==> src/hw/cache_pkg.sv <==
// cache geometry and line types

package cache_pkg;

  // geometry
  localparam int num_sets  = 8;
  localparam int set_bits  = 3;
  localparam int num_ways  = 4;
  localparam int way_bits  = 2;
  localparam int tag_bits  = 8;
  localparam int data_bits = 64;

  // one tree bit per internal node
  localparam int plru_bits = num_ways - 1;

  // one stored line, valid in the top bit
  typedef struct packed {
    logic                 valid;
    logic                 dirty;
    logic [tag_bits-1:0]  tag;
    logic [data_bits-1:0] data;
  } cache_line_t;

  // all ways of a set, way 0 in the low bits
  typedef cache_line_t [num_ways-1:0] cache_set_t;

endpackage

==> src/hw/fill_if.sv <==
// line write bundle

`timescale 1ns/1ps

interface fill_if
  import cache_pkg::*;
();

  logic                fill_en;
  logic [set_bits-1:0] fill_idx;
  logic [way_bits-1:0] fill_way;
  cache_line_t         fill_line;

  modport ctrl (
    output fill_en,
    output fill_idx,
    output fill_way,
    output fill_line
  );

  modport store (
    input fill_en,
    input fill_idx,
    input fill_way,
    input fill_line
  );

endinterface

==> src/hw/lookup_if.sv <==
// set lookup bundle

`timescale 1ns/1ps

interface lookup_if
  import cache_pkg::*;
();

  logic [set_bits-1:0] idx;
  logic [tag_bits-1:0] tag;
  cache_set_t          lines;
  logic                hit;
  logic [way_bits-1:0] hit_way;

  modport store (
    input  idx,
    output lines
  );

  modport matcher (
    input  tag,
    input  lines,
    output hit,
    output hit_way
  );

  modport ctrl (
    output idx,
    output tag,
    input  lines,
    input  hit,
    input  hit_way
  );

endinterface

==> src/hw/cache_ctrl.sv <==
// cache read and write control

`timescale 1ns/1ps

module cache_ctrl
  import cache_pkg::*;
(
  input  logic                 rd_en,
  input  logic [set_bits-1:0]  rd_idx,
  input  logic [tag_bits-1:0]  rd_tag,
  output logic [data_bits-1:0] rd_data,
  output logic                 rd_valid,
  output logic                 rd_miss_valid,

  input  logic                 wr_en,
  input  logic [set_bits-1:0]  wr_idx,
  input  logic [tag_bits-1:0]  wr_tag,
  input  logic [data_bits-1:0] wr_data,
  input  logic                 wr_dirty,
  output logic                 wr_miss_valid,

  output logic                 victim_valid,
  output cache_line_t          victim_line,

  lookup_if.ctrl               rd_look,
  lookup_if.ctrl               wr_look,
  fill_if.ctrl                 fill,

  output logic                 rd_touch_en,
  output logic [set_bits-1:0]  rd_touch_idx,
  output logic [way_bits-1:0]  rd_touch_way,
  output logic                 wr_touch_en,
  output logic [set_bits-1:0]  wr_touch_idx,
  output logic [way_bits-1:0]  wr_touch_way,

  output logic [set_bits-1:0]  victim_idx,
  input  logic [way_bits-1:0]  victim_way
);

  logic                rd_fwd;
  cache_line_t         rd_line;
  logic [way_bits-1:0] wr_way;

  assign rd_look.idx = rd_idx;
  assign rd_look.tag = rd_tag;
  assign wr_look.idx = wr_idx;
  assign wr_look.tag = wr_tag;

  // same-cycle write to the same line beats the store
  assign rd_fwd  = rd_en && wr_en && (wr_idx == rd_idx) && (wr_tag == rd_tag);
  assign rd_line = rd_look.lines[rd_look.hit_way];

  assign rd_data       = rd_fwd ? wr_data : rd_line.data;
  assign rd_valid      = rd_fwd || (rd_en && rd_look.hit);
  assign rd_miss_valid = rd_en && !rd_valid;

  // only a store hit refreshes the tree
  assign rd_touch_en  = rd_en && rd_look.hit;
  assign rd_touch_idx = rd_idx;
  assign rd_touch_way = rd_look.hit_way;

  // hit rewrites in place and a miss takes the tree's victim
  assign victim_idx    = wr_idx;
  assign wr_miss_valid = wr_en && !wr_look.hit;
  assign wr_way        = wr_look.hit ? wr_look.hit_way : victim_way;

  assign victim_line  = wr_look.lines[victim_way];
  assign victim_valid = wr_miss_valid && victim_line.valid;

  assign fill.fill_en         = wr_en;
  assign fill.fill_idx        = wr_idx;
  assign fill.fill_way        = wr_way;
  assign fill.fill_line.valid = 1'b1;
  assign fill.fill_line.dirty = wr_dirty;
  assign fill.fill_line.tag   = wr_tag;
  assign fill.fill_line.data  = wr_data;

  assign wr_touch_en  = wr_en;
  assign wr_touch_idx = wr_idx;
  assign wr_touch_way = wr_way;

  // an evicted line is never the one being written
  always_comb begin
    if (victim_valid) begin
      assert (victim_line.tag != wr_tag)
        else $error("cache_ctrl: victim holds the written tag");
    end
  end

endmodule

==> src/flat_wrapper.sv <==
// flat-port wrapper written by rule: the top's interface ports become plain ports
module cache_ctrl_flat import cache_pkg::*;
  (rd_en, rd_idx, rd_tag, rd_data, rd_valid, rd_miss_valid, wr_en, wr_idx, wr_tag, wr_data, wr_dirty, wr_miss_valid, victim_valid, victim_line, rd_touch_en, rd_touch_idx, rd_touch_way, wr_touch_en, wr_touch_idx, wr_touch_way, victim_idx, victim_way, rd_look_idx, rd_look_tag, rd_look_lines, rd_look_hit, rd_look_hit_way, wr_look_idx, wr_look_tag, wr_look_lines, wr_look_hit, wr_look_hit_way, fill_fill_en, fill_fill_idx, fill_fill_way, fill_fill_line);
  lookup_if rd_look_i ();
  lookup_if wr_look_i ();
  fill_if fill_i ();
  input  logic rd_en;
  input  logic [set_bits-1:0] rd_idx;
  input  logic [tag_bits-1:0] rd_tag;
  output logic [data_bits-1:0] rd_data;
  output logic rd_valid;
  output logic rd_miss_valid;
  input  logic wr_en;
  input  logic [set_bits-1:0] wr_idx;
  input  logic [tag_bits-1:0] wr_tag;
  input  logic [data_bits-1:0] wr_data;
  input  logic wr_dirty;
  output logic wr_miss_valid;
  output logic victim_valid;
  output cache_line_t victim_line;
  output logic rd_touch_en;
  output logic [set_bits-1:0] rd_touch_idx;
  output logic [way_bits-1:0] rd_touch_way;
  output logic wr_touch_en;
  output logic [set_bits-1:0] wr_touch_idx;
  output logic [way_bits-1:0] wr_touch_way;
  output logic [set_bits-1:0] victim_idx;
  input  logic [way_bits-1:0] victim_way;
  output wire logic [$bits(rd_look_i.idx)-1:0] rd_look_idx;
  output wire logic [$bits(rd_look_i.tag)-1:0] rd_look_tag;
  input wire logic [$bits(rd_look_i.lines)-1:0] rd_look_lines;
  input wire logic [$bits(rd_look_i.hit)-1:0] rd_look_hit;
  input wire logic [$bits(rd_look_i.hit_way)-1:0] rd_look_hit_way;
  output wire logic [$bits(wr_look_i.idx)-1:0] wr_look_idx;
  output wire logic [$bits(wr_look_i.tag)-1:0] wr_look_tag;
  input wire logic [$bits(wr_look_i.lines)-1:0] wr_look_lines;
  input wire logic [$bits(wr_look_i.hit)-1:0] wr_look_hit;
  input wire logic [$bits(wr_look_i.hit_way)-1:0] wr_look_hit_way;
  output wire logic [$bits(fill_i.fill_en)-1:0] fill_fill_en;
  output wire logic [$bits(fill_i.fill_idx)-1:0] fill_fill_idx;
  output wire logic [$bits(fill_i.fill_way)-1:0] fill_fill_way;
  output wire logic [$bits(fill_i.fill_line)-1:0] fill_fill_line;
  assign rd_look_idx = rd_look_i.idx;
  assign rd_look_tag = rd_look_i.tag;
  assign rd_look_i.lines = rd_look_lines;
  assign rd_look_i.hit = rd_look_hit;
  assign rd_look_i.hit_way = rd_look_hit_way;
  assign wr_look_idx = wr_look_i.idx;
  assign wr_look_tag = wr_look_i.tag;
  assign wr_look_i.lines = wr_look_lines;
  assign wr_look_i.hit = wr_look_hit;
  assign wr_look_i.hit_way = wr_look_hit_way;
  assign fill_fill_en = fill_i.fill_en;
  assign fill_fill_idx = fill_i.fill_idx;
  assign fill_fill_way = fill_i.fill_way;
  assign fill_fill_line = fill_i.fill_line;
  cache_ctrl u_core (.rd_en(rd_en), .rd_idx(rd_idx), .rd_tag(rd_tag), .rd_data(rd_data), .rd_valid(rd_valid), .rd_miss_valid(rd_miss_valid), .wr_en(wr_en), .wr_idx(wr_idx), .wr_tag(wr_tag), .wr_data(wr_data), .wr_dirty(wr_dirty), .wr_miss_valid(wr_miss_valid), .victim_valid(victim_valid), .victim_line(victim_line), .rd_look(rd_look_i), .wr_look(wr_look_i), .fill(fill_i), .rd_touch_en(rd_touch_en), .rd_touch_idx(rd_touch_idx), .rd_touch_way(rd_touch_way), .wr_touch_en(wr_touch_en), .wr_touch_idx(wr_touch_idx), .wr_touch_way(wr_touch_way), .victim_idx(victim_idx), .victim_way(victim_way));
endmodule
==> config.mk <==
export PLATFORM = sky130hd
export DESIGN_NAME = cache_ctrl_flat
export DESIGN_NICKNAME = d
export VERILOG_FILES = /design/src/hw/cache_pkg.sv /design/src/hw/fill_if.sv /design/src/hw/lookup_if.sv /design/src/hw/cache_ctrl.sv /design/src/flat_wrapper.sv
export SDC_FILE = /design/constraint.sdc
export NUM_CORES = 1
export LEC_CHECK = 0
export ABC_AREA = 1
export BUFFER_PORTS_ARGS = -buffer_cell sky130_fd_sc_hd__buf_2
export CAP_MARGIN = 40
export CORE_AREA = 3 3 366 368
export DETAILED_ROUTE_END_ITERATION = 10
export DIE_AREA = 0 0 369 371
export PLACE_DENSITY = 0.3
export SYNTH_ARGS = -nofsm -noshare
export SYNTH_HDL_FRONTEND = slang
export SYNTH_SLANG_ARGS = --single-unit
==> constraint.sdc <==
create_clock -name vclk -period 1.9
set_input_delay 0.38 -clock vclk [all_inputs]
set_output_delay 0.38 -clock vclk [all_outputs]
set_load 0.05 [all_outputs]
After elaboration in Yosys (flattened, before gate mapping)
Index checks and enable logic that the tools add are counted.
{"block": "op_classes", "n_reduce_logical": 10, "order_cmp": 2, "eq_ne": 2, "muxes": 6}
{"op": "74-bit binary-select mux with 2-bit select", "count": 2}
{"op": "64-bit two-way mux", "count": 2}
{"op": "74-bit two-way mux", "count": 1}
{"op": "8-bit equality test", "count": 1}
{"op": "1-bit logical AND", "count": 7}
{"op": "2-bit by 3-bit less-than comparator with 1-bit output (second input constant)", "count": 2}
{"op": "3-bit equality test", "count": 1}
{"op": "1-bit logical NOT", "count": 2}
{"op": "2-bit two-way mux", "count": 1}
{"op": "1-bit logical OR", "count": 1}
{"block": "word_totals", "regBits": 0, "inputBits": 689, "wordCells": 20, "out_inout_bits": 259}

Logic depth before layout (Yosys ltp)
Gate-level depths: netlist of run 1.
{"block": "logic_depth", "depth_word": 6, "depth_mapped": 11, "ltp_nobuf": 9}

Worst setup path after synthesis of run 1
OpenSTA, ideal clock, no wires.
{"block": "synth_timing", "path_type": "input-to-output", "start": "input victim_way[1]", "end": "output wr_touch_way[1]", "slack_ps": -597, "stages": 4, "arrival_time_ps": 2117, "t_required_ps": 1520, "n_path_buf": 2, "cell_sequence": "inv_1 > clkbuf_1 > o21ai_0 > buf_4"}
{"block": "synth_between", "elab_chain_cells": 1}
{"item": "start: declaration", "line_no": "flat_wrapper.sv:28", "text": "input logic [way_bits-1:0] victim_way;"}
{"item": "2-bit two-way mux", "line_no": "cache_ctrl.sv:65", "text": "assign wr_way = wr_look.hit ? wr_look.hit_way : victim_way;"}
{"item": "end: declaration", "line_no": "flat_wrapper.sv:26", "text": "output logic [way_bits-1:0] wr_touch_way;"}
No other way between the ends.

Worst setup path in the final report of run 1
{"block": "layout_timing", "start": "input wr_idx[0]", "end": "output rd_data[61]"}
{"block": "layout_between", "elab_chain_cells": 4}
{"item": "start: declaration", "line_no": "flat_wrapper.sv:14", "text": "input logic [set_bits-1:0] wr_idx;"}
{"item": "3-bit equality test", "line_no": "cache_ctrl.sv:50", "text": "assign rd_fwd = rd_en && wr_en && (wr_idx == rd_idx) && (wr_tag == rd_tag);"}
{"item": "1-bit logical AND (2 in series)", "line_no": "cache_ctrl.sv:50"}
{"item": "64-bit two-way mux", "line_no": "cache_ctrl.sv:53", "text": "assign rd_data = rd_fwd ? wr_data : rd_line.data;"}
{"item": "end: declaration", "line_no": "flat_wrapper.sv:10", "text": "output logic [data_bits-1:0] rd_data;"}
No other way between the ends.

==> flow_summary.yaml, run 1 <==
timing:
  rsz0062_at_grt: "true"
  setup_violations: 68
  hold_viol: 0
  slew_viol_final: 0
  timing.final.crit_share_pct: 122
  fin_tns_setup_ns: -23.65
  maxSlewHeadroom_pct: 67.0
  fin_ws_ns: -0.417
  hold_ws_ns: 0.760
  max_freq_ghz: 0.432
  worst_slew_pin_slew_ns: 0.490
  final.min_clock_period_ns: 2.32
yosys:
  synth.avg_cell_area_um2: 4.90
  seq_area_frac_synth_pct: 0
  ys_warn_count: 0
  synth_cells: 1209
  synth_nets: 1898
  synth_top_cell_by_area: "nor2_1"
  synth.area.top_cells: "nor2_1 18%, o21ai_0 17%, buf_4 15%"
  syn-cell-area_mm2: 0.00592
  yosysUniqueCellTypes: 21
  synth_top_area_share_pct: 17.8
power_and_ir_drop:
  leakage_nw: 8.01
  peakVddDrop_mv: 0.200
  power_mw: 6.24
  power-per-cell-area_mw_per_mm2: 355
cells_and_area:
  final_area_mm2: 0.0176
  nFlopsAndLatches: 0
  area_delta_synth_final_pct: 196
  fin_nets: 2831
  seqCellArea_um2: 0
  post-route-util_pct: 13.4
  nClkBuffers: 0
  drive_gt1_share_pct: 68.5
  layoutNonFillerInstCount: 3939
critical_path:
  critPathMaxFanout: 12
  path_class: "input port to primary output"
  start_kind: "input port"
  cp.required_ns: 1.52
  cp-end-kind: "primary output"
  critPathArrivalTime_ns: 1.94
routing:
  num_vias: 13500
  wl_per_cell_um: 28.4
  wirelength_um: 112000
  drtPass1Iterations: 5
  drtAntennaViolNets: 0
  drt_iter0_drc: 901
  viasPerCell: 3.42
  drcViolationCount: 0
status:
  violations: "negative setup slack"
  status: "finished with violations"
global_routing:
  antenna_found_initial: 136
  overflow: 0
  grt_pass1_wl_um: 136000
  grt_max_degree: 39
  grt_pass1_vias: 13000
  track_usage_pct: 15.1
placed_design:
  hpwl_um: 101000
  place_inst: 3854
  placed_area_mm2: 0.0149
  io_buffer_count: 905
  preCtsSetupSlack_ns: -0.755
  place.gp.congestion: 0.923
die:
  die_w_um: 369
  initial_core_util_pct: 4.52
  ios: 948
  num_rows: 133
  dieArea_mm2: 0.137
  core_region_area_mm2: 0.131
  die_h_um: 371
run:
  cap_violations: 0
min_path:
  min_path_type: "input port to primary output"
## synthesized netlist by cell type
master	number
nor2_1	281
nor3_1	1
xnor2_2	1
nor3_4	1
buf_4	115
o21ai_1	72
nand2_2	1
buf_6	12
nand2_1	180
nand3_1	67
o22ai_1	137
conb_1	1
and2_1	1
clkbuf_1	53
a21oi_1	4
nor2_4	1
o21ai_0	205
inv_1	30
buf_2	38
buf_1	4
inv_2	4
## layer usage
metal / global-route usage [%] / wire (µm) / vias to the layer above
met2: 26.1 / 53100 / 803
met1: 17.6 / 43400 / 6443
met3: 5.94 / 11700 / 232
met5: 0 / 328 / -
met4: 2.62 / 3250 / 48
li1: - / - / 5951
## where the power goes
group | internal [mW] | switching [mW]
Sequential | 0 | 0
Combinational | 2.44 | 3.80
Clock | 0.00000313 | 0
## cell usage in the layout, fill, tap and decap left out, types with 7 or more instances in the layout
| cell type | n |
|---|---|
| o21ai_2 | 20 |
| nand3_1 | 27 |
| o22ai_1 | 59 |
| o21ai_0 | 159 |
| nand2_1 | 59 |
| buf_8 | 37 |
| nand2_4 | 31 |
| o21ai_1 | 90 |
| nor2_1 | 258 |
| buf_4 | 184 |
| nand3_2 | 29 |
| buf_6 | 42 |
| o22ai_2 | 70 |
| inv_2 | 8 |
| buf_2 | 744 |
| clkbuf_4 | 10 |
| o21ai_4 | 8 |
| o22ai_4 | 8 |
| inv_1 | 19 |
| buf_16 | 10 |
| clkbuf_16 | 7 |
| buf_12 | 114 |
| nand2_2 | 89 |
| nand3_4 | 11 |
| nor2_2 | 20 |
| diode_2 | 44 |
## worst paths after layout
path	startpoint	endpoint	cells after the start
max	wr_idx[0]	rd_data[61]	10
min	wr_dirty	fill_fill_line[72]	0
## what timing repair did
| action | 4_1_cts | 5_1_grt |
|---|---|---|
| setup endpoints to repair | 143 | 94 |
| pin swaps | 31 | 52 |
| gates resized for setup | 357 | 167 |
| buffers inserted | 15 | 10 |
| gates cloned | 13 | 7 |
| hold buffers | 0 | 0 |
## cell type report
| type | count | area (µm²) |
|---|---|---|
| repair buffers | 1152 | 9070 |
| inverters | 34 | 181 |
| repair inverters | 1 | 8.76 |
| well taps | 1755 | 2200 |
| multi-input cells | 953 | 5990 |
| fillers | 15500 | 114000 |
| diodes | 44 | 110 |
## worst max-delay path, stage by stage
cell and delay (ns):
buf_8 0.11, xnor2_4 0.25, buf_6 0.16, nand2_4 0.06
nor3_4 0.15, buf_12 0.20, buf_16 0.20, nand3_4 0.12
nand2_4 0.10, buf_12 0.13
## kinds of logic (layout without fill, tap and decap cells)
| logic type | count (synthesis) | in the layout | share of synthesized area, % |
|---|---|---|---|
| and+or+nand+nor | 533 | 533 | 35.6 |
| AOI/OAI and AO/OA | 418 | 418 | 38.2 |
| buffers and inverters | 256 | 1187 | 25.8 |
| other | 1 | 45 | 0.0633 |
| xor gates and xnor gates | 1 | 1 | 0.275 |
Power figures use the tool's default switching activity.
==> run 2: changes to the inputs <==
--- a/config.mk
+++ b/config.mk
@@ -11,6 +11,7 @@
 export CORE_AREA = 3 3 366 368
 export DETAILED_ROUTE_END_ITERATION = 10
 export DIE_AREA = 0 0 369 371
+export GPL_TIMING_DRIVEN = 0
 export PLACE_DENSITY = 0.3
 export SYNTH_ARGS = -nofsm -noshare
 export SYNTH_HDL_FRONTEND = slang
==> constraint.sdc (replaced) <==
create_clock -name vclk -period 1.9
set_input_delay 0.38 -clock vclk [all_inputs]
set_output_delay 0.38 -clock vclk [all_outputs]
set_load 0.02 [all_outputs]
==> run 2 against run 1 <==
Against the previous run: the flow still finishes with violations (negative setup slack); largest power group unchanged; sequential cell count is the same; critical path depth is the same; die area is the same; total power shrank 22%; final area shrank 0.64%; combinational power shrank 22%; worst setup slack gained 0.14 ns; critical path type unchanged; first-iteration DRC count shrank 45%; fmax grew 6.5%; via count shrank 2.2%; count of clock-buffer cells in the layout is the same; critical endpoint is now rd_data[34]; highest routed layer unchanged.
==> flow_summary.yaml, run 2 (synthesis results as in run 1) <==
status:
  status: "finished with violations"
  violations: "negative setup slack"
timing:
  fin_ws_ns: -0.276
  rsz0062_at_grt: "true"
  maxSlewHeadroom_pct: 59.5
  hold_viol: 0
  slew_viol_final: 0
  timing.final.crit_share_pct: 115
  worst_slew_pin_slew_ns: 0.602
  final.min_clock_period_ns: 2.18
  setup_violations: 71
  max_freq_ghz: 0.460
die:
  core_region_area_mm2: 0.131
  ios: 948
  num_rows: 133
  dieArea_mm2: 0.137
  die_h_um: 371
  initial_core_util_pct: 4.52
  die_w_um: 369
critical_path:
  path_common_cell: "buf_12"
  path_class: "input port to primary output"
  cp.required_ns: 1.52
  critPathArrivalTime_ns: 1.80
  cp_slowest_cell: "xnor2_4"
  crit_chain: "buf_12, xnor2_4, nand2_1, nor2_2, nand3_4, buf_12, buf_12, nand2_2, nand2_1, buf_2"
  start_kind: "input port"
  critPathMaxFanout: 9
  max_stage_delay_ns: 0.20
  cp-end-kind: "primary output"
placed_design:
  placed_area_mm2: 0.0128
  place.gp.congestion: 0.891
  hpwl_um: 91200
  preCtsSetupSlack_ns: -1.75
  io_buffer_count: 904
global_routing:
  grt_pass1_vias: 13500
  antenna_found_initial: 78
  grt_max_degree: 11
  overflow: 0
  grt_pass1_wl_um: 129000
  track_usage_pct: 14.0
routing:
  wl_per_cell_um: 26.2
  wirelength_um: 104000
  viasPerCell: 3.31
  drt_iter0_drc: 498
  num_vias: 13200
  drcViolationCount: 0
  drtPass1Iterations: 5
  drtAntennaViolNets: 0
cells_and_area:
  nFlopsAndLatches: 0
  post-route-util_pct: 13.3
  fill_cells: 15600
  multiInputGateArea_mm2: 0.00611
  final_area_mm2: 0.0174
  seqCellArea_um2: 0
  nClkBuffers: 0
  fin_nets: 2896
  layout_commonest_cell: "buf_2"
  area_delta_synth_final_pct: 194
  drive_gt1_share_pct: 68.8
  final_cell_mix: "784 x buf_2, 232 x nor2_1, 175 x buf_4"
power_and_ir_drop:
  leakage_nw: 7.96
  power-per-cell-area_mw_per_mm2: 279
  power_mw: 4.87
  peakVddDrop_mv: 0.0891
min_path:
  min_path_type: "input port to primary output"
run:
  cap_violations: 0
## run 2: changes by cell type in the layout (fill, tap and decap cells not counted), moves of 28 or more
cell     delta
buf_12     -77
buf_6      +76
o22ai_2    -51
nand2_1    +41
buf_2      +40
o22ai_1    +38
diode_2    -28
## run 2: layer usage
metal / wire, µm / vias up / part of all wire (%) / track usage [%]
li1: - / 6058 / - / -
met1: 39000 / 6225 / 37 / 15.8
met2: 53800 / 701 / 52 / 26.8
met3: 8430 / 156 / 8.1 / 3.90
met4: 2580 / 36 / 2.5 / 1.28
met5: 249 / - / 0.24 / 0
## run 2: cell type report
type / instances / area share, %
multi-input cells: 953 / 35.0
inverters: 34 / 0.990
well taps: 1755 / 12.6
repair buffers: 999 / 38.8
diodes: 16 / 0.230
plain buffers: 219 / 12.4
## run 2: repair_timing
action	4_1_cts	5_1_grt
buffers inserted	54	10
resized for setup	723	270
cloned	19	12
hold buffers	0	0
setup endpoints to repair	145	121
pin swaps	84	86
## run 2: metrics by stage
step                      instances  TNS (ns)  hold WS (ns)
after floorplan                1209         0         0.840
after global routing           3961    -19.83         0.987
final                          3976    -13.88         0.979
after detailed placement       3875   -118.51         0.980
after global placement         3868   -155.88         0.980
after CTS                      3948    -19.96         0.980
## run 2: worst max-delay path, delay by kind of cell
kind | cells | cell delay, ns
buffers and inverters | 4 | 0.64
and+or+nand+nor | 5 | 0.50
xor gates and xnor gates | 1 | 0.20
## run 2: worst paths after layout
check,start,end,depth (start not counted)
max,rd_idx[0],rd_data[34],10
min,rd_look_hit_way[0],rd_touch_way[0],2
## run 2: report_power, final
part / internal [mW] / switching [mW]
clock network: 0.000000986 / 0
registers: 0 / 0
logic: 2.12 / 2.75
total: 2.12 / 2.75
==> run 3: changes to the inputs <==
--- a/config.mk
+++ b/config.mk
@@ -8,11 +8,14 @@
 export ABC_AREA = 1
 export BUFFER_PORTS_ARGS = -buffer_cell sky130_fd_sc_hd__buf_2
 export CAP_MARGIN = 40
-export CORE_AREA = 3 3 366 368
+export CELL_PAD_IN_SITES_DETAIL_PLACEMENT = 1
+export CELL_PAD_IN_SITES_GLOBAL_PLACEMENT = 1
+export CORE_AREA = 3 3 363 365
 export DETAILED_ROUTE_END_ITERATION = 10
-export DIE_AREA = 0 0 369 371
+export DIE_AREA = 0 0 366 368
 export GPL_TIMING_DRIVEN = 0
-export PLACE_DENSITY = 0.3
+export PLACE_DENSITY = 0.32
+export SLEW_MARGIN = 25
 export SYNTH_ARGS = -nofsm -noshare
 export SYNTH_HDL_FRONTEND = slang
 export SYNTH_SLANG_ARGS = --single-unit
==> run 3 against run 2 <==
Against the previous run: the run still ends with negative setup slack left; non-clock buffer count fell by 31; combinational power fell by 7.8%; worst hold slack improved by 0.0019 ns; first-iteration DRC count fell by 0.60%; critical path type unchanged; highest routed layer unchanged.
==> flow_summary.yaml, run 3 (synthesis results as in run 1) <==
cells_and_area:
  nClkBuffers: 0
  nFlopsAndLatches: 0
  final_cell_mix: "795 x buf_2, 269 x nor2_1, 191 x o21ai_0"
  layout_commonest_cell: "buf_2"
  layoutNonFillerInstCount: 3931
  seqCellArea_um2: 0
  fin_nets: 2865
  drive_gt1_share_pct: 64.8
  post-route-util_pct: 12.6
  area_delta_synth_final_pct: 175
  fill_cells: 15900
  final_area_mm2: 0.0163
timing:
  maxSlewHeadroom_pct: 56.7
  timing.final.crit_share_pct: 120
  worst_slew_pin_slew_ns: 0.650
  final.min_clock_period_ns: 2.29
  fin_tns_setup_ns: -20.21
  hold_ws_ns: 0.981
  hold_viol: 0
  slew_viol_final: 0
  max_freq_ghz: 0.437
  rsz0062_at_grt: "true"
  setup_violations: 67
  fin_ws_ns: -0.389
routing:
  drtPass1Iterations: 4
  drt_iter0_drc: 495
  viasPerCell: 3.23
  wirelength_um: 101000
  wl_per_cell_um: 25.6
  drcViolationCount: 0
  num_vias: 12700
  drtAntennaViolNets: 0
die:
  core_region_area_mm2: 0.129
  dieArea_mm2: 0.135
  die_h_um: 368
  initial_core_util_pct: 4.59
  die_w_um: 366
  num_rows: 132
  ios: 948
run:
  cap_violations: 0
power_and_ir_drop:
  power-per-cell-area_mw_per_mm2: 276
  peakVddDrop_mv: 0.0827
  power_mw: 4.49
  leakage_nw: 7.62
critical_path:
  critPathMaxFanout: 8
  path_class: "input port to primary output"
  critPathArrivalTime_ns: 1.91
  cp-end-kind: "primary output"
  cp.required_ns: 1.52
  worstSetupEndpoint: "rd_data[15]"
  setup.worst_path.start: "rd_idx[0]"
  start_kind: "input port"
global_routing:
  grt_pass1_wl_um: 127000
  met2_usage_pct: 26.3
  grt_max_degree: 11
  gr-usage-met3_pct: 4.76
  top_usage_layer: "met2"
  grt_pass1_vias: 13800
  met1_usage_pct: 14.6
  antenna_found_initial: 55
  track_usage_pct: 13.8
  overflow: 0
status:
  violations: "negative setup slack"
  status: "finished with violations"
placed_design:
  place_inst: 3862
  io_buffer_count: 904
  preCtsSetupSlack_ns: -1.46
  hpwl_um: 87300
  place.gp.congestion: 0.818
  placed_area_mm2: 0.0128
clock_tree:
  hold_buffers: 0
min_path:
  min_path_type: "input port to primary output"
[run 3: worst min path at each step]
stage                                   from         endpoint  slack [ns]  cells past startpoint
after floorplan                  wr_look_hit    wr_miss_valid        0.84                      1
after global placement    rd_look_hit_way[0]  rd_touch_way[0]        0.98                      2
after detailed placement  rd_look_hit_way[0]  rd_touch_way[0]        0.98                      2
after global routing      rd_look_hit_way[0]  rd_touch_way[0]        0.98                      2
final                     rd_look_hit_way[0]  rd_touch_way[0]        0.98                      2
after CTS                 rd_look_hit_way[0]  rd_touch_way[0]        0.98                      2
[run 3: cell type report]
class	instances	area, µm²	area share, %
antenna	15	37.5	0.231
buffer	220	2110	12.9
inverter	34	158	0.969
multi-input combinational	953	5570	34.2
tap	1742	2180	13.4
timing repair buffer	967	6220	38.2
[run 3: per-layer routing]
metal  up-vias  wire length [µm]  share of wire [%]
met4        28              2200                2.2
met1      5949             37100                 37
met3       112              8260                8.2
met2       609             52900                 53
li1       5988                 -                  -
met5         -               162               0.16
[run 3: repair_timing]
| action | in CTS | in global routing |
|---|---|---|
| resized for setup | 373 | 403 |
| pin swaps | 33 | 67 |
| setup endpoints to repair | 145 | 122 |
| setup buffers | 30 | 10 |
| gates cloned | 9 | 11 |
[run 3: critical path, stage by stage]
cell     delay, ns
buf_8         0.11
xnor2_4       0.20
buf_6         0.13
nand2_4       0.05
nor3_4        0.21
buf_12        0.15
buf_16        0.17
buf_12        0.18
nand3_4       0.08
nand2_2       0.08
buf_6         0.11
[run 3: power by group]
| group | switching, mW | internal, mW | total, mW | leakage [nW] |
|---|---|---|---|---|
| Clock | 0 | 0.000000865 | 0.000000866 | 0.0000951 |
| Combinational | 2.57 | 1.93 | 4.49 | 7.62 |
| Sequential | 0 | 0 | 0 | 0 |
