==> src/hw/cache_pkg.sv <==
// cache geometry and line types

package cache_pkg;

  // geometry
  localparam int num_sets  = 8;
  localparam int set_bits  = 3;
  localparam int num_ways  = 4;
  localparam int way_bits  = 2;
  localparam int tag_bits  = 8;
  localparam int data_bits = 64;

  // one tree bit per internal node
  localparam int plru_bits = num_ways - 1;

  // one stored line, valid in the top bit
  typedef struct packed {
    logic                 valid;
    logic                 dirty;
    logic [tag_bits-1:0]  tag;
    logic [data_bits-1:0] data;
  } cache_line_t;

  // all ways of a set, way 0 in the low bits
  typedef cache_line_t [num_ways-1:0] cache_set_t;

endpackage

==> src/hw/plru_tree.sv <==
// tree pseudo-LRU state

`timescale 1ns/1ps

module plru_tree
  import cache_pkg::*;
(
  input  logic                clock,
  input  logic                reset,
  input  logic                rd_touch_en,
  input  logic [set_bits-1:0] rd_touch_idx,
  input  logic [way_bits-1:0] rd_touch_way,
  input  logic                wr_touch_en,
  input  logic [set_bits-1:0] wr_touch_idx,
  input  logic [way_bits-1:0] wr_touch_way,
  input  logic [set_bits-1:0] victim_idx,
  output logic [way_bits-1:0] victim_way
);

  logic [num_sets-1:0][plru_bits-1:0] tree;
  logic [num_sets-1:0][plru_bits-1:0] tree_next;

  // point the root and the covering node away from way w
  function automatic logic [plru_bits-1:0] touch(
    input logic [plru_bits-1:0] t,
    input logic [way_bits-1:0]  w
  );
    logic [plru_bits-1:0] n;
    n = t;
    n[0] = !w[1];
    if (!w[1]) begin
      n[1] = !w[0];
    end else begin
      n[2] = !w[0];
    end
    return n;
  endfunction

  // 1 leads to the upper half or odd way
  function automatic logic [way_bits-1:0] walk(input logic [plru_bits-1:0] t);
    logic [way_bits-1:0] w;
    w[1] = t[0];
    w[0] = t[0] ? t[2] : t[1];
    return w;
  endfunction

  // read touch last so it wins on shared bits
  always_comb begin
    tree_next = tree;
    if (wr_touch_en) begin
      tree_next[wr_touch_idx] = touch(tree_next[wr_touch_idx], wr_touch_way);
    end
    if (rd_touch_en) begin
      tree_next[rd_touch_idx] = touch(tree_next[rd_touch_idx], rd_touch_way);
    end
  end

  always_ff @(posedge clock) begin
    if (reset) begin
      tree <= '0;
    end else begin
      tree <= tree_next;
    end
  end

  assign victim_way = walk(tree[victim_idx]);

endmodule

==> config.mk <==
export PLATFORM = sky130hd
export DESIGN_NAME = plru_tree
export DESIGN_NICKNAME = d
export VERILOG_FILES = /design/src/hw/cache_pkg.sv /design/src/hw/plru_tree.sv
export SDC_FILE = /design/constraint.sdc
export NUM_CORES = 1
export LEC_CHECK = 0
export BUFFER_PORTS_ARGS = -buffer_cell sky130_fd_sc_hd__buf_2
export CORE_UTILIZATION = 30
export DETAILED_ROUTE_END_ITERATION = 12
export SKIP_LAST_GASP = 1
export SYNTH_ARGS = -nofsm -noshare
export SYNTH_HDL_FRONTEND = slang
export SYNTH_SLANG_ARGS = --single-unit
==> constraint.sdc <==
create_clock -name clock -period 1.96 [get_ports clock]
set_input_delay 0.196 -clock clock [delete_from_list [all_inputs] [get_ports clock]]
set_output_delay 0.196 -clock clock [all_outputs]
set_load 0.01 [all_outputs]
* Yosys cells after proc, flatten, opt, wreduce, memory -nomap -nowiden
Index checks and enable logic that the tools add are counted.
** Cells by class
- Add/sub/neg operators :: 0
- Multipliers :: 0
- Divide/modulo/power cells :: 0
- Order comparisons :: 5
- Eq/ne operators :: 0
- Shift operators :: 0
- Mux-type cells :: 23
- Bitwise logic cells :: 0
- Reductions and logical operators :: 6
** Operators with widths (number)
- $bwmux W24 :: 2
- $mux W24 :: 2
- $bmux W3 S3 :: 3
- $demux W3 S3 :: 2
- $mux W3 :: 5
- $lt A3 B4 Y1 const B :: 3
- $mux W1 :: 9
- $ge A3 B1 Y1 const B :: 2
- $logic_not A1 Y1 :: 4
- $logic_and A1 B1 Y1 :: 2
** Word-level totals
- Register bits after elaboration :: 24
- Bits in latches :: 0
- RAM bits :: 0
- Bits in read-only memories :: 0
- Input bits :: 17
- Output and inout bits :: 2
- Logic and storage cells :: 42
- Memories kept :: 0

* Longest topological paths before layout
Gate-level depths: netlist of the first run.
- Depth after elaboration :: 12
- Mapped depth :: 9
- Depth with buffers taken out :: 7

* Worst setup path after synthesis of the first run
No wires, ideal clock.
- Path type :: input -> register
- Start point :: input wr_touch_idx[2]
- End point :: register tree[16] (netlist name)
- Setup time :: 0.121 ns
- Arrival :: 1.873 ns
- Data required time :: 1.839 ns
- Path slack :: -0.034 ns
- Stages on the path :: 8
- Buffers on the path :: 1
- Cell sequence :: buf_6 nor4b_4 nor4b_1 a311oi_2 o22ai_1 a2bb2oi_2 a311oi_4 mux2_4
** Between the ends
- Longest elaborated chain between the ends :: 12
- Elaborated cells between the ends (all ways) :: 17
- Classes of those cells :: order compare: 2; mux: 14; reduce/logical: 1
** RTL lines
- from (decl) :: RTL line plru_tree.sv:14 : input logic [set_bits-1:0] wr_touch_idx,
- $lt A3 B4 Y1 (implied by the code) (tied with other cells) :: RTL line plru_tree.sv:51 : tree_next[wr_touch_idx] = touch(tree_next[wr_touch_idx], wr_touch_way);
- $logic_and A1 B1 Y1 (implied by the code) / $mux W3 (equally long branches) :: RTL line plru_tree.sv:51
- $mux W3 (implied by the code) / $mux W1 (equally long branches) :: RTL line plru_tree.sv:51, plru_tree.sv:31
- $demux W3 S3 / $mux W1 (equally long branches) :: RTL line plru_tree.sv:51, plru_tree.sv:50
- $bwmux W24 * :: RTL line plru_tree.sv:51
- $mux W24 * :: RTL line plru_tree.sv:50 : if (wr_touch_en) begin
- $bmux W3 S3 :: RTL line plru_tree.sv:54 : tree_next[rd_touch_idx] = touch(tree_next[rd_touch_idx], rd_touch_way);
- $mux W3 (implied by the code) :: RTL line plru_tree.sv:54
- $mux W1 :: RTL line plru_tree.sv:31 : if (!w[1]) begin
- $mux W1 :: RTL line plru_tree.sv:53 : if (rd_touch_en) begin
- $bwmux W24 :: RTL line plru_tree.sv:54
- $mux W24 * :: RTL line plru_tree.sv:53
- to (signal assigned) :: RTL line plru_tree.sv:62 : tree <= tree_next;
- to (decl) :: RTL line plru_tree.sv:20 : logic [num_sets-1:0][plru_bits-1:0] tree;
Mark *: on every way between the ends. The rest lies on a longest branch, timed or not. The select of a mux whose other input is x is not followed.
A chain may end at the register's enable or synchronous reset.

* Worst setup path after layout of the first run
- Start point :: register tree[10] (netlist name)
- End point :: register tree[10] (netlist name)
** Between the ends
- Longest elaborated chain between the ends :: 12
** RTL lines (RTL line)
- $bmux W3 S3 :: plru_tree.sv:51
- $mux W3 (implied by the code) :: plru_tree.sv:51
- $mux W1 :: plru_tree.sv:31
- $mux W1 :: plru_tree.sv:50
- $bwmux W24 :: plru_tree.sv:51
- $mux W24 * :: plru_tree.sv:50
- $bmux W3 S3 :: plru_tree.sv:54
- $mux W3 (implied by the code) :: plru_tree.sv:54
- $mux W1 :: plru_tree.sv:31
- $mux W1 :: plru_tree.sv:53
- $bwmux W24 :: plru_tree.sv:54
- $mux W24 * :: plru_tree.sv:53
Marks and branches as above.

==> impl_results.rst, run 1 <==
.. list-table::
   :header-rows: 1

   * - Metric
     - Value
   * - RSZ-0062 raised after global routing
     - yes
   * - Post-Synthesis Net Count
     - 266
   * - Final estimated routing congestion in global placement
     - 0.9194
   * - Latest clock arrival within the worst-skew pair
     - 0.28 ns
   * - Post-cts hold buffer count
     - 0
   * - Leakage
     - 1.143 nW
   * - Number of remaining DRC errors
     - 0
   * - Number of hold violations in the final report
     - 0
   * - Global-route wire length before repair
     - 11.19 mm
   * - Met3 Use GR
     - 3.657%
   * - Top Ports
     - 19
   * - YS warnings
     - 0
   * - GRT Max-Usage Layer
     - met2
   * - Synth top area share
     - 22.88%
   * - Max Clock Freq
     - 0.5138 GHz
   * - Post-synthesis cell area
     - 2100 um2
   * - Cell count after synthesis
     - 249
   * - Crit Path Max Fanout
     - 7
   * - Worst min-delay path category
     - in -> reg
   * - Number of inserted diodes
     - 0
   * - Post-placement cell count
     - 400
   * - Maximum number of buffers from clock root to sink
     - 2
   * - CP top delay family
     - compound AO/OA/AOI/OAI gates
   * - Setup CP Type
     - reg -> reg
   * - Layout overhead on the synthesized area
     - 29.74%
   * - Avg WL per Cell
     - 17.40 um
   * - Fillers
     - 707
   * - Top Registers
     - tree x24
   * - Via count of the first global-routing pass
     - 2194
   * - CTS sink cnt
     - 24
   * - Post-synth top flop
     - sky130_fd_sc_hd__dfxtp_1
   * - HPWL after detailed placement
     - 5.615 mm
   * - Core area
     - 6794 um2
   * - Count of buffer and inverter cells on the critical path
     - 2
   * - Slew at the pin closest to its max-slew limit
     - 0.4656 ns
   * - Largest stage delay on the critical path
     - 0.34 ns
   * - Area used by multi-input combinational logic
     - 1524 um2
   * - Synthesized area per cell
     - 8.432 um2
   * - Die extent in x
     - 85.66 um
   * - Final Instance Count excl. Fillers
     - 403
   * - Total cell area at the placement stage
     - 2618 um2
   * - Area occupied by registers
     - 489.2 um2
   * - Clock input transition at the sequential cells of the worst setup and hold paths
     - 0.09 ns
   * - Largest cells by area after synthesis
     - sky130_fd_sc_hd__dfxtp_1 (23%), sky130_fd_sc_hd__mux4_2 (6.4%), sky130_fd_sc_hd__a21oi_1 (5.5%)
   * - Number of port buffers
     - 18
   * - Largest Register
     - tree
   * - Final Critical Period
     - 1.946 ns
   * - Layout cells sized above 1
     - 39.41%
   * - Category of the worst setup path capture point
     - flip-flop
   * - First-iteration detailed-routing DRC count
     - 166
   * - Number of nets still failing antenna checks after routing
     - 0
   * - Cell with the largest stage delay on the worst path
     - sky130_fd_sc_hd__dfxtp_2
   * - Num CTS Buffers
     - 3
   * - CTS tree
     - built
   * - Mean number of vias per cell
     - 5.407
   * - Number of rows in the core area
     - 30
   * - Proportion of synthesized chip area in sequential cells
     - 22.88%
   * - Largest net degree at the start of global routing
     - 26
   * - Max-slew violation count
     - 0
   * - Buffer cell driving the clock tree root
     - sky130_fd_sc_hd__clkbuf_8
   * - Count of max-cap constraint violations
     - 0
   * - Largest register FFs
     - 24
   * - Share of the clock period used by the worst path after layout
     - 99.29%
   * - Finished layout cell area
     - 2724 um2
   * - Power density over the cells
     - 446.7 nW/um2
   * - Post-synthesis cell type with the largest combined area
     - sky130_fd_sc_hd__dfxtp_1
   * - Number of flip-flops and latches in the synthesized netlist
     - 24
   * - Initial antenna violation count
     - 0
   * - Cell Chain, Critical Path
     - mux2i_1 > a211oi_2 > buf_4 > a311oi_2 > o22ai_1 > a2bb2oi_2 > a311oi_4 > buf_12 > a21o_1
   * - Total number of vias
     - 2179
   * - Post-layout net count
     - 326
   * - Number of enable-type register cells in the synthesized netlist
     - 0
   * - Max-Slew Margin vs Limit
     - 68.52%
   * - Final-layout worst hold slack
     - 0.2743 ns
   * - Peak supply drop
     - 0.0001686 V
   * - Proportion of synthesized flip-flops having asynchronous set or reset
     - 0%
   * - CP required
     - 2.13 ns
   * - Most frequently used cell type in the post-synthesis netlist
     - sky130_fd_sc_hd__nand2_1
   * - Outcome
     - complete, no violations
   * - Die area
     - 7337 um2
   * - Worst Setup Start Kind
     - flip-flop
   * - Final-report setup violation count
     - 0
   * - Chip Height
     - 85.66 um
   * - Most common library cells after synthesis
     - sky130_fd_sc_hd__nand2_1 (26), sky130_fd_sc_hd__dfxtp_1 (24), sky130_fd_sc_hd__nor2_1 (24), sky130_fd_sc_hd__a21oi_1 (23), sky130_fd_sc_hd__nor3_1 (16)
   * - Met1 track demand over resource
     - 24.12%
   * - Data arrival, critical path
     - 2.12 ns
   * - Cell variety after synth
     - 59
   * - Aggregate global routing overflow
     - 0
   * - Overall track demand over capacity in global routing
     - 19.81%
   * - Effective utilization at floorplan
     - 30.90%
   * - Detailed Route WL
     - 7.012 mm
   * - Met2 routing resource usage after global routing
     - 34.25%
   * - H-tree levels
     - 1
   * - Max Clock Skew
     - 0.009994 ns
   * - First drt pass iteration count
     - 4
-- layout by cell type (no fill, tap or decap), types with 3 or more instances in the layout --
cell	count
sky130_fd_sc_hd__a211oi_1	6
sky130_fd_sc_hd__a21o_1	7
sky130_fd_sc_hd__a21oi_1	21
sky130_fd_sc_hd__a31oi_1	3
sky130_fd_sc_hd__buf_2	17
sky130_fd_sc_hd__buf_4	53
sky130_fd_sc_hd__clkbuf_8	3
sky130_fd_sc_hd__dfxtp_1	17
sky130_fd_sc_hd__dfxtp_2	7
sky130_fd_sc_hd__inv_1	7
sky130_fd_sc_hd__mux2_1	3
sky130_fd_sc_hd__mux2_2	7
sky130_fd_sc_hd__mux2i_1	11
sky130_fd_sc_hd__mux4_2	6
sky130_fd_sc_hd__nand2_1	25
sky130_fd_sc_hd__nand2b_1	3
sky130_fd_sc_hd__nand3_1	5
sky130_fd_sc_hd__nor2_1	24
sky130_fd_sc_hd__nor3_1	16
sky130_fd_sc_hd__o21ai_0	8
sky130_fd_sc_hd__o21ai_1	3
-- routing by layer --
metal / wire (um) / share of wire, %
met5: 0 / 0
met4: 244 / 3.5
met3: 308 / 4.4
met2: 3428 / 49
met1: 3031 / 43
-- kinds of logic after synthesis --
logic type	synth area share [%]
simple gates	24.08
compound gates	27.65
mux	18.30
flops	22.88
buf+inv	7.092
-- worst paths after layout --
| kind | slack, ns | end | from | depth (start not counted) |
|---|---|---|---|---|
| worst max-delay path | 0.01 | tree[10]$_SDFF_PP0_ | tree[10]$_SDFF_PP0_ | 9 |
| worst min-delay path | 0.27 | tree[14]$_SDFF_PP0_ | rd_touch_en | 3 |
| worst min register to register | 0.61 | tree[0]$_SDFF_PP0_ | tree[0]$_SDFF_PP0_ | 4 |
| worst max register to register | 0.01 | tree[10]$_SDFF_PP0_ | tree[10]$_SDFF_PP0_ | 9 |
-- power breakdown --
| group | internal (W) | total, W | switching, W |
|---|---|---|---|
| Combinational | 0.000178 | 0.000388 | 0.000210 |
| Clock | 0.000138 | 0.000305 | 0.000167 |
| Sequential | 0.000508 | 0.000524 | 0.0000154 |
-- per-stage QoR --
stage                     power (W)  setup TNS [ns]  util (%)  worst slack, ns
after floorplan           0.0007479               0         -         0.009564
after detailed placement  0.0009017          -4.042     38.53          -0.3098
final                      0.001217               0     40.09          0.01388
after CTS                  0.001211               0     39.34         0.005647
after global placement    0.0008973          -4.063     38.53          -0.3038
after global routing       0.001290         -0.5017     40.09         -0.07572
-- worst reg2reg max path, stage by stage, from the launching register on --
cell                        delay (ns)
sky130_fd_sc_hd__dfxtp_2          0.34
sky130_fd_sc_hd__mux2i_1          0.18
sky130_fd_sc_hd__a211oi_2         0.09
sky130_fd_sc_hd__buf_4            0.16
sky130_fd_sc_hd__a311oi_2         0.30
sky130_fd_sc_hd__o22ai_1          0.15
sky130_fd_sc_hd__a2bb2oi_2        0.19
sky130_fd_sc_hd__a311oi_4         0.13
sky130_fd_sc_hd__buf_12           0.16
sky130_fd_sc_hd__a21o_1           0.15
-- timing repair --
item	in CTS	in global routing
pin swaps	4	6
endpoints found under the setup margin	12	17
gates resized for setup	10	11
buffers inserted	1	2
-- layout make-up --
cell class	instances	area share (%)
Inverter	7	0.9646
Tap cell	96	4.410
Clock buffer	3	1.516
Sequential cell	24	17.96
Timing Repair Buffer	72	19.20
Multi-Input combinational cell	201	55.95
No activity file was read; power rests on OpenSTA's default activity.
==> run 2, diff against run 1 <==
- clock period: 1.96 -> 1.9 ns (I/O delays scaled with it)
==> run 2 against run 1 <==
The run now ends with negative setup slack left. Highest routed layer unchanged. Setup slack lost 0.16 ns. Register-to-register slack lost 0.16 ns. Via count increased by 1.7%. Combinational power increased by 10%. Global-route usage down 0.34 points. Critical path depth grew 1. Sequential power rose by 3%. First-iteration DRC count decreased by 3.6%. Largest power group unchanged. Die area stayed put. Hold slack gained 0.011 ns. Wire length increased by 0.11%. Non-clock buffer count grew 15.
==> impl_results.rst, run 2 (synthesis gave the netlist of run 1 again) <==
.. list-table::
   :header-rows: 1

   * - Metric
     - Value
   * - Max Clock Freq
     - 0.4898 GHz (-4.7%)
   * - Mean number of vias per cell
     - 5.291 (-2.1%)
   * - CP top delay family
     - compound AO/OA/AOI/OAI gates
   * - Top Ports
     - 19 (unchanged)
   * - Clock input transition at the sequential cells of the worst setup and hold paths
     - 0.09 ns (about the same)
   * - Outcome
     - complete, but fails checks
   * - Switching share of total power
     - 31.35% (-0.93 points)
   * - Peak supply drop
     - 0.0002589 V (+54%)
   * - RSZ-0062 raised after global routing
     - yes
   * - Final-layout worst hold slack
     - 0.2850 ns (+0.01070 ns)
   * - Cell with the largest stage delay on the worst path
     - sky130_fd_sc_hd__dfxtp_2
   * - Overall track demand over capacity in global routing
     - 19.47% (-0.34 points)
   * - Internal Dissipation
     - 0.0009147 W (+11%)
   * - Post-layout net count
     - 341 (+4.6%)
   * - Share of the clock period used by the worst path after layout
     - 107.5% (+8.2 points)
   * - Cell Chain, Critical Path
     - mux2i_1 > a211oi_2 > buf_4 > a311oi_4 > a22oi_2 > a2bb2oi_2 > a311oi_4 > buf_4 > buf_4 > a21o_1
   * - First drt pass iteration count
     - 4 (unchanged)
   * - Avg WL per Cell
     - 16.75 um (-3.7%)
   * - Largest Register
     - tree
   * - First-iteration detailed-routing DRC count
     - 160 (-3.6%)
   * - HPWL after detailed placement
     - 5.303 mm (-5.6%)
   * - Via count of the first global-routing pass
     - 2162 (-1.5%)
   * - Most frequent cell on the critical path
     - sky130_fd_sc_hd__buf_4
   * - Power density over the cells
     - 462.6 nW/um2 (+3.6%)
   * - Die area
     - 7337 um2 (unchanged)
   * - Count of max-cap constraint violations
     - 0 (unchanged)
   * - Aggregate global routing overflow
     - 0 (unchanged)
   * - Worst R2R Setup Slack
     - -0.14 ns (-0.16 ns)
   * - Net Sw Power
     - 0.0004178 W (+6.4%)
   * - Layout cells sized above 1
     - 42.11% (+2.7 points)
   * - Chip Height
     - 85.66 um (unchanged)
   * - CTS sink cnt
     - 24 (unchanged)
   * - Count of buffer and inverter cells on the critical path
     - 3 (+1)
   * - Max Clock Skew
     - 0.003808 ns (-0.006186 ns)
   * - CTS tree
     - built
   * - Category of the worst setup path capture point
     - flip-flop
   * - Max-slew violation count
     - 0 (unchanged)
   * - Final Instance Count excl. Fillers
     - 419 (+4.0%)
   * - Number of inserted diodes
     - 0 (unchanged)
   * - Commonest cells after routing, fill and taps aside
     - sky130_fd_sc_hd__buf_4 (64), sky130_fd_sc_hd__nand2_1 (25), sky130_fd_sc_hd__nor2_1 (24), sky130_fd_sc_hd__a21oi_1 (21), sky130_fd_sc_hd__dfxtp_1 (18)
   * - Largest net degree at the start of global routing
     - 26 (unchanged)
   * - Number of nets still failing antenna checks after routing
     - 0 (unchanged)
   * - Num CTS Buffers
     - 3 (unchanged)
   * - Worst Setup Start Kind
     - flip-flop
   * - Number of rows in the core area
     - 30 (unchanged)
   * - Number of remaining DRC errors
     - 0 (unchanged)
   * - Initial antenna violation count
     - 0 (unchanged)
   * - Violated checks
     - negative setup slack
   * - Maximum number of buffers from clock root to sink
     - 2 (unchanged)
   * - Worst hold path depth
     - 3 (unchanged)
   * - Data arrival, critical path
     - 2.21 ns (+0.09 ns)
   * - Fillers
     - 703 (-0.57%)
   * - Gate power share
     - 32.1% (+0.2 points)
   * - Final-report setup violation count
     - 9 (+9)
   * - Endpoint of the worst hold-timing path
     - tree[14]$_SDFF_PP0_
   * - Core area
     - 6794 um2 (unchanged)
   * - CP required
     - 2.07 ns (-0.06 ns)
   * - Worst flop-to-flop path endpoint
     - tree[22]$_SDFF_PP0_
   * - Total number of vias
     - 2217 (+1.7%)
   * - Global-route wire length before repair
     - 11.16 mm (-0.30%)
   * - Reg2reg start
     - tree[10]$_SDFF_PP0_
   * - Latest clock arrival within the worst-skew pair
     - 0.27 ns (about the same)
   * - Setup WS post-layout
     - -0.1416 ns (-0.1555 ns)
   * - Top Registers
     - tree x24
   * - Most common cell after layout, fill and taps aside
     - sky130_fd_sc_hd__buf_4
   * - Die extent in x
     - 85.66 um (unchanged)
   * - Crit Path Max Fanout
     - 3 (-4)
   * - Detailed Route WL
     - 7.020 mm (+0.11%)
   * - Post-placement cell count
     - 408 (+2.0%)
   * - Buffer cell driving the clock tree root
     - sky130_fd_sc_hd__clkbuf_8
   * - H-tree levels
     - 1 (unchanged)
   * - Final Critical Period
     - 2.042 ns (+0.09549 ns)
   * - Slew at the pin closest to its max-slew limit
     - 0.4380 ns (-0.02759 ns)
   * - Layout overhead on the synthesized area
     - 37.19%
   * - Clock network power share
     - 27.4% (+2.3 points)
   * - Max-Slew Margin vs Limit
     - 70.39% (+1.9 points)
   * - Leakage
     - 1.235 nW (+8.1%)
   * - Final estimated routing congestion in global placement
     - 0.9160 (-0.37%)
   * - Post-cts hold buffer count
     - 0 (unchanged)
   * - Sequential power share
     - 40.5% (-2.5 points)
   * - Largest register FFs
     - 24 (unchanged)
   * - Number of hold violations in the final report
     - 0 (unchanged)
   * - Worst min-delay path category
     - in -> reg
   * - Setup CP Type
     - reg -> reg
   * - Min-Delay Startpoint
     - rd_touch_en
   * - Cell depth of the worst flop-to-flop path
     - 10 (+1)
   * - Largest stage delay on the critical path
     - 0.34 ns (about the same)
   * - Number of port buffers
     - 18 (unchanged)
   * - Effective utilization at floorplan
     - 30.90% (unchanged)
run 2: changes by cell type in the layout (fill, tap and decap cells not counted), sizes merged:
| cell | before | now |
|---|---|---|
| clkbuf | 3 | 4 |
| buf | 72 | 87 |
run 2: repair_timing:
item                                    4_1_cts  5_1_grt
buffers inserted                              3        5
gates resized for setup                      12       12
pin swaps                                     8       15
endpoints found under the setup margin       16       17
run 2: cell type report:
| cell class | count | area (um2) | share of cell area (%) |
|---|---|---|---|
| multi-input combinational | 201 | 1540 | 53.48 |
| sequential | 24 | 488.0 | 16.94 |
| inverter | 7 | 26.28 | 0.9123 |
| clock buffer | 4 | 55.05 | 1.911 |
| tap | 96 | 120.1 | 4.170 |
| timing repair buffer | 87 | 650.6 | 22.59 |
run 2: layer usage:
layer / vias up / wire (um) / track usage (%)
met5: - / 0 / 0
met4: 0 / 106 / 3.333
met3: 10 / 262 / 2.984
met2: 52 / 3509 / 34.69
met1: 1065 / 3140 / 25.13
li1: 1090 / - / -
run 2: stage by stage:
step	setup TNS [ns]	instance area, um2	worst slack [ns]	util, %	power, W
detailed placement	-5.859	2686	-0.4533	39.54	0.0009393
floorplan	0	2108	0.0004419	-	0.0007735
global placement	-5.703	2686	-0.4262	39.54	0.0009383
global route	-1.574	2880	-0.2177	42.39	0.001385
CTS	-0.5656	2796	-0.08723	41.16	0.001311
finish	-0.9254	2880	-0.1416	42.39	0.001332
run 2: power by group through the flow:
| stage | combinational [W] | clock (W) | sequential (W) |
|---|---|---|---|
| CTS | 0.000403 | 0.000369 | 0.000539 |
| floorplan | 0.000228 | 0 | 0.000545 |
| finish | 0.000428 | 0.000365 | 0.000540 |
| global route | 0.000459 | 0.000385 | 0.000541 |
| global placement | 0.000388 | 0 | 0.000550 |
| detailed placement | 0.000390 | 0 | 0.000550 |
run 2: worst max-delay path by stage:
stage	start	to	slack, ns	cells past startpoint
finish	tree[10]$_SDFF_PP0_	tree[22]$_SDFF_PP0_	-0.14	10
global route	tree[10]$_SDFF_PP0_	tree[19]$_SDFF_PP0_	-0.22	10
CTS	tree[7]$_SDFF_PP0_	tree[1]$_SDFF_PP0_	-0.09	9
detailed placement	wr_touch_idx[0]	tree[22]$_SDFF_PP0_	-0.45	10
global placement	wr_touch_idx[0]	tree[19]$_SDFF_PP0_	-0.43	10
floorplan	wr_touch_idx[2]	tree[16]$_SDFF_PP0_	0.0004	8
run 2: worst min-delay path, delay by kind of cell:
family | cells | cell delay (ns)
buffers and inverters | 1 | 0.12
AO/OA/AOI/OAI | 2 | 0.22
==> run 3, diff against run 2 <==
- ABC_AREA: not set -> 1
==> run 3 against run 2 <==
The run now ends clean. Synthesized cell count increased by 27%. Flip-flop and latch count unchanged. Hold slack lost 0.045 ns. Clock skew is essentially flat. Design area down 20%. Power fell by 4.7%. Critical endpoint is now tree[2]$_SDFF_PP0_.
==> impl_results.rst, run 3 <==
.. list-table::
   :header-rows: 1

   * - Metric
     - Value
   * - Finished layout cell area
     - 2292 um2 (-20%)
   * - Cell variety after synth
     - 27 (-54%)
   * - Number of rows in the core area
     - 28 (-6.7%)
   * - Post-synthesis cell area
     - 1911 um2 (-9.0%)
   * - Combinational family with the most area after synthesis
     - simple AND/OR/NAND/NOR gates
   * - RSZ-0062 raised after global routing
     - yes
   * - Post-synthesis share of cell area spent on full adders, half adders and majority gates
     - 0% (unchanged)
   * - Total negative slack for setup checks
     - 0 ns (+0.9254 ns)
   * - Most frequently used cell type in the post-synthesis netlist
     - sky130_fd_sc_hd__nand2_1
   * - Data arrival, critical path
     - 1.94 ns (-0.27 ns)
   * - First-iteration detailed-routing DRC count
     - 188 (+18%)
   * - Post-synthesis cell type with the largest combined area
     - sky130_fd_sc_hd__dfxtp_1
   * - Worst Setup Start Kind
     - flip-flop
   * - Top Registers
     - tree x24
   * - Initial antenna violation count
     - 0 (unchanged)
   * - Overall track demand over capacity in global routing
     - 21.12% (+1.7 points)
   * - Proportion of synthesized chip area in sequential cells
     - 25.15% (+2.3 points)
   * - HPWL after detailed placement
     - 5.049 mm (-4.8%)
   * - Crit Path Max Fanout
     - 8 (+5)
   * - YS warnings
     - 0 (unchanged)
   * - Power density over the cells
     - 553.8 nW/um2 (+20%)
   * - Worst slack at placement
     - -0.08119 ns (+0.3722 ns)
   * - Maximum number of buffers from clock root to sink
     - 2 (unchanged)
   * - Outcome
     - complete, no violations
   * - H-tree levels
     - 1 (unchanged)
   * - Layout cells sized above 1
     - 22.44% (-20 points)
   * - Effective utilization at floorplan
     - 31.71% (+0.80 points)
   * - Latest clock arrival within the worst-skew pair
     - 0.27 ns (about the same)
   * - Number of inserted diodes
     - 0 (unchanged)
   * - Worst min-delay path category
     - in -> reg
   * - Max Clock Freq
     - 0.5593 GHz (+14%)
   * - Number of enable-type register cells in the synthesized netlist
     - 0 (unchanged)
   * - Largest register FFs
     - 24 (unchanged)
   * - Die extent in x
     - 81.81 um (-4.5%)
   * - Post-Synthesis Net Count
     - 333 (+25%)
   * - Number of flip-flops and latches in the synthesized netlist
     - 24 (unchanged)
   * - Mux contribution to synthesized area
     - 0% (-18 points)
   * - Synthesized area per cell
     - 6.046 um2 (-28%)
   * - CTS tree
     - built
   * - Count of max-cap constraint violations
     - 0 (unchanged)
   * - Largest net degree at the start of global routing
     - 19 (-27%)
   * - Clock input transition at the sequential cells of the worst setup and hold paths
     - 0.09 ns (about the same)
   * - Peak supply drop
     - 0.0002674 V (+3.3%)
   * - Post-layout util
     - 38.04% (-4.4 points)
   * - Commonest cells after routing, fill and taps aside
     - sky130_fd_sc_hd__nand2_1 (67), sky130_fd_sc_hd__nand3_1 (60), sky130_fd_sc_hd__inv_1 (40), sky130_fd_sc_hd__nor2_1 (25), sky130_fd_sc_hd__dfxtp_1 (24)
   * - Largest cells by area after synthesis
     - sky130_fd_sc_hd__dfxtp_1 (25%), sky130_fd_sc_hd__nand3_1 (16%), sky130_fd_sc_hd__nand2_1 (13%)
   * - Total cell area at the placement stage
     - 2206 um2 (-18%)
   * - Mean number of vias per cell
     - 5.372 (+1.5%)
   * - Final Critical Period
     - 1.788 ns (-0.2537 ns)
   * - Setup CP Type
     - reg -> reg
   * - Overall power
     - 0.001270 W (-4.7%)
   * - Share of the clock period used by the worst path after layout
     - 94.10% (-13 points)
   * - Max Clock Skew
     - 0.003479 ns (-0.0003288 ns)
   * - Chip Height
     - 81.81 um (-4.5%)
   * - Global-route wire length before repair
     - 10.49 mm (-5.9%)
   * - Number of hold violations in the final report
     - 0 (unchanged)
   * - Max-Slew Margin vs Limit
     - 66.14% (-4.2 points)
   * - Largest Register
     - tree
   * - Die area
     - 6692 um2 (-8.8%)
   * - Number of nets still failing antenna checks after routing
     - 0 (unchanged)
   * - Cell count after synthesis
     - 316 (+27%)
   * - Aggregate global routing overflow
     - 0 (unchanged)
   * - CTS sink cnt
     - 24 (unchanged)
   * - Avg WL per Cell
     - 14.96 um (-11%)
   * - Final-report setup violation count
     - 0 (-9)
   * - Most common library cells after synthesis
     - sky130_fd_sc_hd__nand2_1 (67), sky130_fd_sc_hd__nand3_1 (61), sky130_fd_sc_hd__inv_1 (40), sky130_fd_sc_hd__nor2_1 (25), sky130_fd_sc_hd__dfxtp_1 (24)
   * - Category of the worst setup path capture point
     - flip-flop
   * - Post-synth top flop
     - sky130_fd_sc_hd__dfxtp_1
   * - First drt pass iteration count
     - 5 (+1)
   * - Proportion of synthesized flip-flops having asynchronous set or reset
     - 0% (unchanged)
   * - Leakage
     - 1.043 nW (-16%)
   * - Parity-gate share of the synthesized area counting xor and xnor cells
     - 0% (unchanged)
   * - Top Ports
     - 19 (unchanged)
   * - Max-slew violation count
     - 0 (unchanged)
   * - Number of remaining DRC errors
     - 0 (unchanged)
   * - Via count of the first global-routing pass
     - 2107 (-2.5%)
   * - Number of port buffers
     - 18 (unchanged)
   * - Most common cell after layout, fill and taps aside
     - sky130_fd_sc_hd__nand2_1
   * - Synth Area in Compound Gates
     - 22.20% (-5.5 points)
   * - Slew at the pin closest to its max-slew limit
     - 0.5048 ns (+0.06680 ns)
   * - Post-cts hold buffer count
     - 0 (unchanged)
   * - Detailed Route WL
     - 6.387 mm (-9.0%)
   * - Core area
     - 6026 um2 (-11%)
   * - CP required
     - 2.05 ns (-0.02 ns)
   * - Layout overhead on the synthesized area
     - 19.97%
   * - Setup WS post-layout
     - 0.1121 ns (+0.2537 ns)
   * - Num CTS Buffers
     - 3 (unchanged)
   * - Post-layout net count
     - 370 (+8.5%)
   * - Area fraction in and, or, nand and nor cells after synthesis
     - 40.54% (+16 points)
   * - Synth top area share
     - 25.15% (+2.3 points)
   * - Final estimated routing congestion in global placement
     - 0.9002 (-1.7%)
   * - Buffer cell driving the clock tree root
     - sky130_fd_sc_hd__clkbuf_8
   * - Total number of vias
     - 2294 (+3.5%)
## run 3: layout make-up
type / instances / area (um2)
inverter: 50 / 200.2
multi-input combinational: 236 / 1210
fill: 672 / 3734
sequential: 24 / 480.5
timing repair buffer: 38 / 252.7
tap: 75 / 93.84
clock buffer: 4 / 55.05
## run 3: per-layer routing
layer | up-vias | GRT usage, % | share of wire [%]
met1 | 1048 | 30.67 | 48
met2 | 111 | 32.81 | 43
li1 | 1124 | - | -
met3 | 11 | 1.889 | 7.0
met4 | 0 | 6.140 | 2.0
met5 | - | 0 | 0
## run 3: final timing paths
path	start	end	slack (ns)	cells after the start
setup / recovery	tree[17]$_SDFF_PP0_	tree[2]$_SDFF_PP0_	0.11	13
hold / removal	reset	tree[18]$_SDFF_PP0_	0.24	2
setup reg to reg	tree[17]$_SDFF_PP0_	tree[2]$_SDFF_PP0_	0.11	13
hold reg to reg	tree[6]$_SDFF_PP0_	tree[6]$_SDFF_PP0_	0.61	2
## run 3: critical path, stage by stage (launching register included)
cell	delay (ns)
sky130_fd_sc_hd__dfxtp_1	0.35
sky130_fd_sc_hd__inv_1	0.09
sky130_fd_sc_hd__nand2_1	0.05
sky130_fd_sc_hd__nand3_1	0.07
sky130_fd_sc_hd__nand2_1	0.07
sky130_fd_sc_hd__nor2_2	0.12
sky130_fd_sc_hd__nand2_4	0.10
sky130_fd_sc_hd__nand3_1	0.10
sky130_fd_sc_hd__nand3_1	0.11
sky130_fd_sc_hd__nand3_1	0.12
sky130_fd_sc_hd__nand3_2	0.12
sky130_fd_sc_hd__o21bai_4	0.17
sky130_fd_sc_hd__buf_12	0.15
sky130_fd_sc_hd__a21oi_2	0.05
## run 3: metrics by stage
step	std cells	hold WS [ns]
floorplan	316	0.2591
global placement	422	0.5197
detailed placement	422	0.5248
CTS	426	0.2362
global route	427	0.2450
finish	427	0.2402
## run 3: logic make-up (layout without fill, tap and decap cells)
| family | after synthesis | after routing |
|---|---|---|
| buffers and inverters | 56 | 92 |
| DFF | 24 | 24 |
| and+or+nand+nor | 170 | 170 |
| AOI/OAI and AO/OA | 66 | 66 |
## run 3: power by group
group	leakage [nW]	switching, W	total [W]	internal [W]
Clock	0.0288	0.000165	0.000351	0.000185
Combinational	0.819	0.000230	0.000368	0.000138
Sequential	0.196	0.0000227	0.000551	0.000528
Total	1.04	0.000418	0.00127	0.000851
## run 3: timing repair
item,4_1_cts,5_1_grt
setup endpoints to repair,0,12
buffers inserted,0,1
resized for setup,0,2
